==> config.mk <==
export PLATFORM = sky130hd
export DESIGN_NAME = fetch_top
export DESIGN_NICKNAME = d
export VERILOG_FILES = /design/src/mem_bus_pkg.sv /design/src/fetch_pkg.sv /design/src/pc_sequencer.sv /design/src/icache_array.sv /design/src/fetch_bus_master.sv /design/src/decode_handoff.sv /design/src/fetch_top.sv
export VERILOG_INCLUDE_DIRS = /design/src /design/src/src
export SDC_FILE = /design/constraint.sdc
export NUM_CORES = 2
export LEC_CHECK = 0
export ABC_AREA = 1
export BUFFER_PORTS_ARGS = -buffer_cell sky130_fd_sc_hd__buf_2
export CAP_MARGIN = 30
export CORE_AREA = 3 3 788 398
export CTS_CLUSTER_DIAMETER = 120
export DETAILED_ROUTE_END_ITERATION = 7
export DIE_AREA = 0 0 791 401
export GPL_ROUTABILITY_DRIVEN = 0
export REMOVE_ABC_BUFFERS = 1
export SYNTH_ARGS = -nofsm -noshare
export SYNTH_HDL_FRONTEND = slang
export SYNTH_SLANG_ARGS = --single-unit
==> constraint.sdc <==
create_clock -name clock -period 4.49 [get_ports clock]
set_clock_uncertainty 0.05 [all_clocks]
set_input_delay 0.449 -clock clock [delete_from_list [all_inputs] [get_ports clock]]
set_output_delay 0.449 -clock clock [all_outputs]
set_load 0.1 [all_outputs]
==> src/fetch_consts.svh <==
`ifndef FETCH_CONSTS_SVH
`define FETCH_CONSTS_SVH

// first fetch address out of reset
`define FETCH_RESET_PC 32'h8000_0000

// cacheable window, base inclusive, limit exclusive
`define CACHED_BASE 32'h8000_0000
`define CACHED_LIMIT 32'h8000_4000

// cache geometry
`define LINE_WORDS 4
`define CACHE_LINES 16

`endif

==> src/mem_bus_pkg.sv <==
`default_nettype none

package mem_bus_pkg;

	// burst kind as on the AXI read channel
	typedef enum logic [1:0] {
		BURST_FIXED = 2'b00,
		BURST_INCR = 2'b01
	} rd_burst_e;

	typedef struct packed {
		logic [31:0] addr;
		logic [3:0] len; // beats minus one
		rd_burst_e burst;
	} rd_req_s;

	typedef struct packed {
		logic [31:0] data;
		logic [1:0] resp; // not checked by the fetch path
		logic last;
	} rd_beat_s;

endpackage

`default_nettype wire

==> src/fetch_pkg.sv <==
`default_nettype none

`include "fetch_consts.svh"

package fetch_pkg;

	typedef logic [31-$clog2(`CACHE_LINES)-$clog2(`LINE_WORDS)-2:0] line_tag_t;
	typedef logic [$clog2(`CACHE_LINES)-1:0] line_index_t;
	typedef logic [$clog2(`LINE_WORDS)-1:0] line_word_t;

	typedef struct packed {
		line_tag_t tag;
		line_index_t index;
		line_word_t word;
		logic [1:0] byte_off;
	} line_fields_s;

	// same address word, raw for arithmetic or split for the cache
	typedef union packed {
		logic [31:0] raw;
		line_fields_s line;
	} fetch_addr_u;

	typedef struct packed {
		logic [31:0] target;
	} redirect_s;

	typedef struct packed {
		logic [31:0] pc;
		logic [31:0] insn;
	} fetch_out_s;

endpackage

`default_nettype wire

==> src/pc_sequencer.sv <==
`timescale 1ns/10ps
`default_nettype none

`include "fetch_consts.svh"

module pc_sequencer import fetch_pkg::*; (
	input logic clock,
	input logic reset,
	input logic redirect,
	input redirect_s redirect_info,
	input logic consumed,
	input logic fetch_done,
	output logic fetch_req,
	output fetch_addr_u fetch_addr,
	output logic flush
);

	fetch_addr_u pc;
	logic in_flight;
	logic pending; // redirect seen while a fetch was out
	logic busy;

	// a fetch counts as out from its request up to its done strobe
	assign busy = (in_flight | fetch_req) & ~fetch_done;
	assign flush = redirect | pending;
	assign fetch_addr = pc;

	always_ff @(posedge clock) begin
		if (reset) begin
			pc.raw <= `FETCH_RESET_PC;
			fetch_req <= 1'b1; // boot fetch as soon as reset drops
			in_flight <= 1'b0;
			pending <= 1'b0;
		end else begin
			fetch_req <= 1'b0;
			in_flight <= busy;
			pending <= pending & ~fetch_done;
			if (redirect) begin
				pc.raw <= redirect_info.target;
				if (busy) begin
					pending <= 1'b1; // wait for the stale result to drain
				end else begin
					fetch_req <= 1'b1;
				end
			end else if (pending & fetch_done) begin
				fetch_req <= 1'b1;
			end else if (consumed) begin
				pc.raw <= pc.raw + 32'd4;
				fetch_req <= 1'b1;
			end
		end
	end

endmodule

`default_nettype wire

==> src/icache_array.sv <==
`timescale 1ns/10ps
`default_nettype none

`include "fetch_consts.svh"

module icache_array import fetch_pkg::*, mem_bus_pkg::*; (
	input logic clock,
	input logic reset,
	input logic fetch_req,
	input fetch_addr_u fetch_addr,
	output logic miss_req,
	output fetch_addr_u miss_addr,
	output logic miss_cached,
	input logic beat_valid,
	input rd_beat_s beat,
	output logic fetch_done,
	output fetch_out_s result
);

	typedef enum logic [1:0] {
		IDLE,
		LOOKUP,
		REFILL
	} state_e;

	state_e state;
	fetch_addr_u req_addr;
	logic cached;
	line_tag_t tag_q;
	logic valid_q;
	logic [31:0] data_q;
	line_word_t fill_word;
	logic [`CACHE_LINES-1:0] line_valid;
	logic in_window;
	logic hit;

	line_tag_t tag_mem [`CACHE_LINES];
	logic [31:0] data_mem [`CACHE_LINES*`LINE_WORDS];

	assign in_window = (fetch_addr.raw >= `CACHED_BASE) && (fetch_addr.raw < `CACHED_LIMIT);
	assign hit = cached & valid_q & (tag_q == req_addr.line.tag);
	assign miss_addr = req_addr;
	assign miss_cached = cached;

	always_ff @(posedge clock) begin
		if (reset) begin
			state <= IDLE;
			miss_req <= 1'b0;
			fetch_done <= 1'b0;
			fill_word <= '0;
			line_valid <= '0;
		end else begin
			miss_req <= 1'b0;
			fetch_done <= 1'b0;
			case (state)
				IDLE: begin
					if (fetch_req)
						state <= LOOKUP; // arrays read this cycle
				end
				LOOKUP: begin
					if (hit) begin
						fetch_done <= 1'b1;
						state <= IDLE;
					end else begin
						miss_req <= 1'b1; // uncached fetches land here too
						fill_word <= '0;
						state <= REFILL;
					end
				end
				REFILL: begin
					if (beat_valid) begin
						fill_word <= fill_word + 1'b1;
						if (beat.last) begin
							fetch_done <= 1'b1;
							state <= IDLE;
							if (cached)
								line_valid[req_addr.line.index] <= 1'b1;
						end
					end
				end
				default: state <= IDLE;
			endcase
		end
	end

	always_ff @(posedge clock) begin
		if (fetch_req) begin
			req_addr <= fetch_addr;
			cached <= in_window;
			tag_q <= tag_mem[fetch_addr.line.index];
			valid_q <= line_valid[fetch_addr.line.index];
			data_q <= data_mem[{fetch_addr.line.index, fetch_addr.line.word}];
		end
		if (state == LOOKUP)
			result <= '{pc: req_addr.raw, insn: data_q};
		if (state == REFILL && beat_valid) begin
			if (cached)
				data_mem[{req_addr.line.index, fill_word}] <= beat.data;
			// grab the wanted word as the line streams past
			if (!cached || fill_word == req_addr.line.word)
				result.insn <= beat.data;
			if (cached && beat.last)
				tag_mem[req_addr.line.index] <= req_addr.line.tag;
		end
	end

endmodule

`default_nettype wire

==> src/fetch_bus_master.sv <==
`timescale 1ns/10ps
`default_nettype none

`include "fetch_consts.svh"

module fetch_bus_master import fetch_pkg::*, mem_bus_pkg::*; (
	input logic clock,
	input logic reset,
	input logic miss_req,
	input fetch_addr_u miss_addr,
	input logic miss_cached,
	output logic ar_valid,
	output rd_req_s ar,
	input logic ar_ready,
	input logic r_valid,
	input rd_beat_s r,
	output logic beat_valid,
	output rd_beat_s beat
);

	fetch_addr_u line_addr;
	logic rd_busy; // beats still owed

	// line aligned start of a refill burst
	always_comb begin
		line_addr = miss_addr;
		line_addr.line.word = '0;
		line_addr.line.byte_off = '0;
	end

	always_ff @(posedge clock) begin
		if (reset) begin
			ar_valid <= 1'b0;
			rd_busy <= 1'b0;
			beat_valid <= 1'b0;
		end else begin
			beat_valid <= r_valid & rd_busy;
			if (miss_req) begin
				ar_valid <= 1'b1;
				rd_busy <= 1'b1;
			end else begin
				if (ar_valid & ar_ready)
					ar_valid <= 1'b0;
				if (r_valid & rd_busy & r.last)
					rd_busy <= 1'b0;
			end
		end
	end

	// request only changes on a new miss, so it holds until accepted
	always_ff @(posedge clock) begin
		if (miss_req) begin
			if (miss_cached) begin
				ar <= '{addr: line_addr.raw, len: 4'(`LINE_WORDS - 1), burst: BURST_INCR};
			end else begin
				ar <= '{addr: miss_addr.raw, len: 4'd0, burst: BURST_FIXED};
			end
		end
		if (r_valid)
			beat <= r;
	end

endmodule

`default_nettype wire

==> src/decode_handoff.sv <==
`timescale 1ns/10ps
`default_nettype none

module decode_handoff import fetch_pkg::*; (
	input logic clock,
	input logic reset,
	input logic fetch_done,
	input fetch_out_s result,
	input logic flush,
	output logic out_valid,
	output fetch_out_s out,
	input logic out_ready,
	output logic consumed
);

	assign consumed = out_valid & out_ready;

	always_ff @(posedge clock) begin
		if (reset) begin
			out_valid <= 1'b0;
		end else if (flush) begin
			out_valid <= 1'b0; // drop held or late wrong-path word
		end else if (fetch_done) begin
			out_valid <= 1'b1;
		end else if (consumed) begin
			out_valid <= 1'b0;
		end
	end

	// loads only when empty, so held output stays put under back-pressure
	always_ff @(posedge clock) begin
		if (fetch_done)
			out <= result;
	end

endmodule

`default_nettype wire

==> src/fetch_top.sv <==
`timescale 1ns/10ps
`default_nettype none

module fetch_top import fetch_pkg::*, mem_bus_pkg::*; (
	input logic clock,
	input logic reset,
	input logic redirect,
	input redirect_s redirect_info,
	output logic out_valid,
	output fetch_out_s out,
	input logic out_ready,
	output logic ar_valid,
	output rd_req_s ar,
	input logic ar_ready,
	input logic r_valid,
	input rd_beat_s r
);

	logic fetch_req;
	fetch_addr_u fetch_addr;
	logic flush;
	logic consumed;
	logic miss_req;
	fetch_addr_u miss_addr;
	logic miss_cached;
	logic beat_valid;
	rd_beat_s beat;
	logic fetch_done;
	fetch_out_s result;

	pc_sequencer pc_sequencer_i (
		.clock(clock),
		.reset(reset),
		.redirect(redirect),
		.redirect_info(redirect_info),
		.consumed(consumed),
		.fetch_done(fetch_done),
		.fetch_req(fetch_req),
		.fetch_addr(fetch_addr),
		.flush(flush)
	);

	icache_array icache_array_i (
		.clock(clock),
		.reset(reset),
		.fetch_req(fetch_req),
		.fetch_addr(fetch_addr),
		.miss_req(miss_req),
		.miss_addr(miss_addr),
		.miss_cached(miss_cached),
		.beat_valid(beat_valid),
		.beat(beat),
		.fetch_done(fetch_done),
		.result(result)
	);

	fetch_bus_master fetch_bus_master_i (
		.clock(clock),
		.reset(reset),
		.miss_req(miss_req),
		.miss_addr(miss_addr),
		.miss_cached(miss_cached),
		.ar_valid(ar_valid),
		.ar(ar),
		.ar_ready(ar_ready),
		.r_valid(r_valid),
		.r(r),
		.beat_valid(beat_valid),
		.beat(beat)
	);

	decode_handoff decode_handoff_i (
		.clock(clock),
		.reset(reset),
		.fetch_done(fetch_done),
		.result(result),
		.flush(flush),
		.out_valid(out_valid),
		.out(out),
		.out_ready(out_ready),
		.consumed(consumed)
	);

endmodule

`default_nettype wire

Word-level counts from Yosys, hierarchy flattened
Memory sizes are Yosys's and may differ from the RTL's. A register that Yosys moved wholly into a read port is not among the register bits.
Index checks and enable logic that the tools add are counted.
- $add $sub $neg: 2
- mux-type cells: 42
- bitwise logic cells: 14
- reductions and logical operators: 18
- equal/unequal tests: 9
- $lt $le $gt $ge: 5
- operators by type and width (operator ; number):
    $mux W32 ; 6
    $add A32 B3 Y32 const B ; 1
    $ge A32 B32 Y1 const B ; 1
    $lt A32 B32 Y1 const B ; 1
    $eq A24 B24 Y1 ; 1
    $mux W1 ; 24
    $or A16 B16 Y16 ; 1
    $mux W2 ; 6
    $lt A4 B5 Y1 const B ; 2
    $reduce_bool A2 Y1 ; 5
    $and A1 B1 Y1 ; 9
    $ne A2 B2 Y1 const B ; 3
    $pmux W2 S3 ; 1
    $reduce_and A3 Y1 ; 2
    $bmux W1 S4 ; 1
    $demux W1 S4 ; 1
    $ge A4 B1 Y1 const B ; 1
    $logic_and A1 B1 Y1 ; 4
    $mux W4 ; 1
    $ne A2 B1 Y1 const B ; 2
    $pmux W2 S2 ; 1
    $reduce_and A4 Y1 ; 1
    $reduce_or A2 Y1 ; 2
    $add A2 B1 Y2 const B ; 1
    10 further kinds ; 12
- memories kept: 2
- bits in writable memories: 2432
- input port bits: 73
- logic and storage cells: 118
- register bits after elaboration: 294
- memories (memory ; words ; bits a word ; rd ports ; clocked after Yosys merged registers in ; wr ports ; RTL line ; text):
    icache_array_i.data_mem ; 64 ; 32 ; 1 ; 1 ; 1 ; icache_array.sv:38 ; logic [31:0] data_mem [`CACHE_LINES*`LINE_WORDS];
    icache_array_i.tag_mem ; 16 ; 24 ; 1 ; 1 ; 1 ; icache_array.sv:37 ; line_tag_t tag_mem [`CACHE_LINES];

Longest topological paths before layout
- depth after elaboration: 5
- gate-level depth with buffers: 14
- gate-level depth less buffers: 13

Modules after synthesis
Synthesis repeated with hierarchy kept, for this count alone.
- cell total of the unflattened synthesis: 8511
- area total of the unflattened synthesis: 109319.8 um^2
- by module, submodules not included (module ; area an instance (um^2) ; times used ; seq. area each (um^2) ; cells an instance):
    icache_array ; 102615.9 ; 1 ; 77774.6 ; 7913
    pc_sequencer ; 2511.2 ; 1 ; 700.7 ; 430
    fetch_bus_master ; 2212.1 ; 1 ; 2102.0 ; 94
    decode_handoff ; 1980.6 ; 1 ; 1941.9 ; 74

Least setup slack after synthesis
OpenSTA, ideal clock, no wires.
- path kind: register -> register
- start point: register pc_sequencer_i.fetch_req
- end point: register pc_sequencer_i.fetch_req
- arrival time: 3.122 ns
- cell stages (with the launch flop): 5
- path slack: 1.194 ns
- cell sequence: dfxtp_1 o21ai_0 or2_2 nand2_1 nand2_1
- word-level cells in the longest chain between the ends: 4
- RTL lines (what ; RTL line ; text):
    start: declaration ; pc_sequencer.sv:13 ; output logic fetch_req,
    start signal: assignment ; pc_sequencer.sv:31 ; fetch_req <= 1'b1;
    start signal: assignment ; pc_sequencer.sv:35 ; fetch_req <= 1'b0;
    start signal: assignment ; pc_sequencer.sv:43 ; fetch_req <= 1'b1;
    $or A1 B1 Y1 ; pc_sequencer.sv:24 ; assign busy = (in_flight | fetch_req) & ~fetch_done;
    $and A1 B1 Y1 ; pc_sequencer.sv:24 ;
    $mux W1 ; pc_sequencer.sv:40 ; if (busy) begin
    $mux W1 ; pc_sequencer.sv:38 ; if (redirect) begin
No other way between the ends.
A chain may end at the register's enable or synchronous reset.

==> results.cfg <==
[drt]
final_antenna_net_count = 0
wl_met2_um = 145000
finalWirelength_um = 309000
dr.pass1.iters = 6
num_vias = 67700
drt_iter0_markers = 8158
met3_length_um = 26100
dr.max_layer_used = met4
route.detailed.drc = 0
drt-wirelength-per-cell_um = 24.7
wl_met1_um = 127000
avgViaCountPerCell = 5.41

[pwr]
leakagePower_uw = 0.0394
switching_share_pct = 23.9
p_per_area_nw_per_um2 = 453
intPower_uw = 42400
vdd_ir_drop_max_mv = 0.290
power.share.clock_pct = 38.8
seq_power_share_pct = 53.1
power.switching_uw = 13300
p_comb_share_pct = 8.1

[sta]
worst_pin_slew_ns = 1.35
setup_viol = 0
fin_tns_setup_ns = 0
finalHoldViolCount = 0
rsz0062_at_grt = no
fin_crit_ns = 3.66
min_period_over_period_pct = 81.5
relSlewSlack_pct = 9.87
drv_slew = 0
fin_hold_ws_ns = 0.0874
fmax_mhz = 273

[floorplanning]
die_area_um2 = 317000
start_util_pct = 35.0
io_pins = 177
coreArea_um2 = 307000
dieWidth_um = 791
die_h_um = 401
num_rows = 144

[grt]
grtUsageTotal_pct = 18.8
antenna_found_initial = 7
grt_first_pass_wirelength_um = 445000
grt_pass1_vias = 63800
grt_max_degree = 203
gr-total-overflow = 0

[final_layout]
drive_gt1_share_pct = 10.3
finalCoreUtilization_pct = 40.1
area_growth_pct = 14.7
instances_no_fill = 12500
fin_nets = 8310

[synth]
syn_area_per_cell_um2 = 13.4
synth_area_um2 = 107000
ys_seq_area_share_pct = 76.7
syn_inst = 8008
yosys_warnings = 0
synth_cell_types = 45
yosys_register_bits = 2777

[place]
portBuffers = 171
dp.cells = 12000
post-dp-hpwl_um = 159000

[setup_path]
start_kind = register
crit_start = pc_sequencer_i.fetch_addr[2]$_SDFFE_PP0P_
crit_chain = clkinv_16 > buf_12 > buf_4 > o21ai_0 > o21ai_0 > o211ai_1 > nand4_1 > nand3_1 > nand2_1
path_buf_inv = 3
cp_max_fo = 182
end_kind = register
required_ns = 5.00
crit_type = reg2reg
worstReg2RegStart = pc_sequencer_i.fetch_addr[2]$_SDFFE_PP0P_
critPathTopFamily = buffers and inverters
worstPathArrival_ns = 4.16
slowest_delay_ns = 0.66
crit_top_cell = o21ai_0
worst_path_max_delay_cell = dfxtp_4

[clock_network]
clock_latency_ns = 0.83
cts_made_buffers = 269
cts.sinks = 2777
cts_tree = yes
htreeDepth = 5
cts-root-buf = clkbuf_16
cts.path.max_buffers = 4
clk_pin_slew_worst_paths_ns = 0.06

[hold_path]
hold_class = in2reg
min_from = r_valid

[status]
outcome = finished clean

[flow_run]
maxCapViolCount = 0
## state kept, by name, indices dropped and copies added, names as in the netlist, 16 cells and up
name,flops
decode_handoff_i.out,64
fetch_bus_master_i.ar,33
fetch_bus_master_i.beat,33
icache_array_i.data_mem,2048
icache_array_i.data_q,32
icache_array_i.line_valid,16
icache_array_i.miss_addr,32
icache_array_i.result,64
icache_array_i.tag_mem,384
icache_array_i.tag_q,24
pc_sequencer_i.fetch_addr,32
## metrics by stage
stage                     cell area (µm²)  power (µW)  setup WS [ns]
final                              123000       55800          0.831
after global routing               123000       57500          0.774
after global placement             114000       34500           1.10
after CTS                          123000       56100           1.12
after detailed placement           114000       34600           1.14
after floorplan                    105000       32800         -29.40
## worst register-to-register path: cells and delay by family (launching register included)
family | cells | cell delay, ns
buffers and inverters | 3 | 1.59
flip-flops | 1 | 0.66
AO/OA/AOI/OAI | 3 | 0.57
AND/OR/NAND/NOR | 3 | 0.52
## per-layer routing
layer	track usage, %	vias to the layer above
met5	0	-
met4	6.52	0
met1	25.9	34000
met2	30.4	2985
met3	2.98	507
li1	-	30100
## repair_timing
action / 4_1_cts / 5_1_grt
setup buffers: 0 / 0
hold endpoints to repair: 68 / 0
hold buffers: 66 / 0
gates resized for setup: 0 / 0
## power by group through the flow
stage | combinational [µW] | sequential, µW | clock [µW]
finish | 4510 | 29600 | 21600
global route | 4850 | 29700 | 23000
CTS | 4460 | 29700 | 21900
detailed placement | 4410 | 30200 | 0
global placement | 4310 | 30200 | 0
floorplan | 2120 | 30700 | 0
## synth_stat cells, drive strengths merged
| cell | n | share of area, % |
|---|---|---|
| xnor2 | 7 | 0.057 |
| a221oi | 35 | 0.29 |
| nor3 | 17 | 0.084 |
| o32ai | 1 | 0.0082 |
| inv | 114 | 0.40 |
| a31o | 1 | 0.0082 |
| nor2 | 1545 | 5.4 |
| nand3 | 341 | 1.6 |
| o2111ai | 29 | 0.24 |
| a31oi | 42 | 0.24 |
| o22ai | 270 | 1.6 |
| o221ai | 22 | 0.18 |
| clkinv | 1 | 0.0035 |
| o21a | 1 | 0.0070 |
| o211ai | 256 | 1.8 |
| dfxtp | 93 | 1.7 |
| a22oi | 43 | 0.30 |
| nand4 | 32 | 0.19 |
| edfxtp | 2684 | 75 |
| buf | 234 | 1.4 |
| nor4 | 4 | 0.023 |
| o21ai | 1222 | 5.7 |
| clkbuf | 300 | 1.0 |
| conb | 1 | 0.0035 |
| xor2 | 15 | 0.12 |
| or2 | 6 | 0.035 |
| ha | 5 | 0.058 |
| nand2 | 582 | 2.0 |
| a21oi | 105 | 0.49 |
## path summary, 6_finish.rpt
path | endpoint | cells past startpoint | slack, ns
worst max register to register | icache_array_i.data_q[17]$_DFFE_PP_ | 9 | 0.83
worst min-delay path | fetch_bus_master_i.beat[28]$_DFFE_PP_ | 1 | 0.09
worst min register to register | decode_handoff_i.out[35]$_DFFE_PP_ | 0 | 0.36
worst max-delay path | icache_array_i.data_q[17]$_DFFE_PP_ | 9 | 0.83
## cells by family after synthesis
| logic type | synth area share, % |
|---|---|
| flops | 76.7 |
| simple gates | 9.38 |
| compound gates | 10.8 |
| buf+inv | 2.82 |
| xor+xnor | 0.179 |
| fa+ha+maj | 0.0582 |
| other cells | 0.00349 |
## final cells by class
| cell class | instances | area, µm² |
|---|---|---|
| Antenna cell | 4 | 10.0 |
| Clock buffer | 356 | 7260 |
| Clock inverter | 106 | 886 |
| Fill cell | 28200 | 184000 |
| Inverter | 115 | 499 |
| Multi-Input combinational cell | 4584 | 22600 |
| Sequential cell | 2777 | 82500 |
| Tap cell | 4088 | 5110 |
| Timing Repair Buffer | 485 | 4390 |
## placed cells by master, fill, tap and decap left out, drive strengths merged, types with 5 or more instances in the layout
master and count:
clkbuf 356, o21ai 1222, nand4 32, o2111ai 29, buf 419, ha 5
a221oi 35, nor3 17, dfxtp 93, bufinv 14, a31oi 42, dlygate4sd3 66
nand3 341, a22oi 43, edfxtp 2684, or2 6, nand2 582, inv 117
a21oi 105, clkinv 86, xor2 15, o211ai 256, nor2 1545, xnor2 7
o22ai 270, o221ai 22
Note: power is estimated with default switching activity, not from simulation.
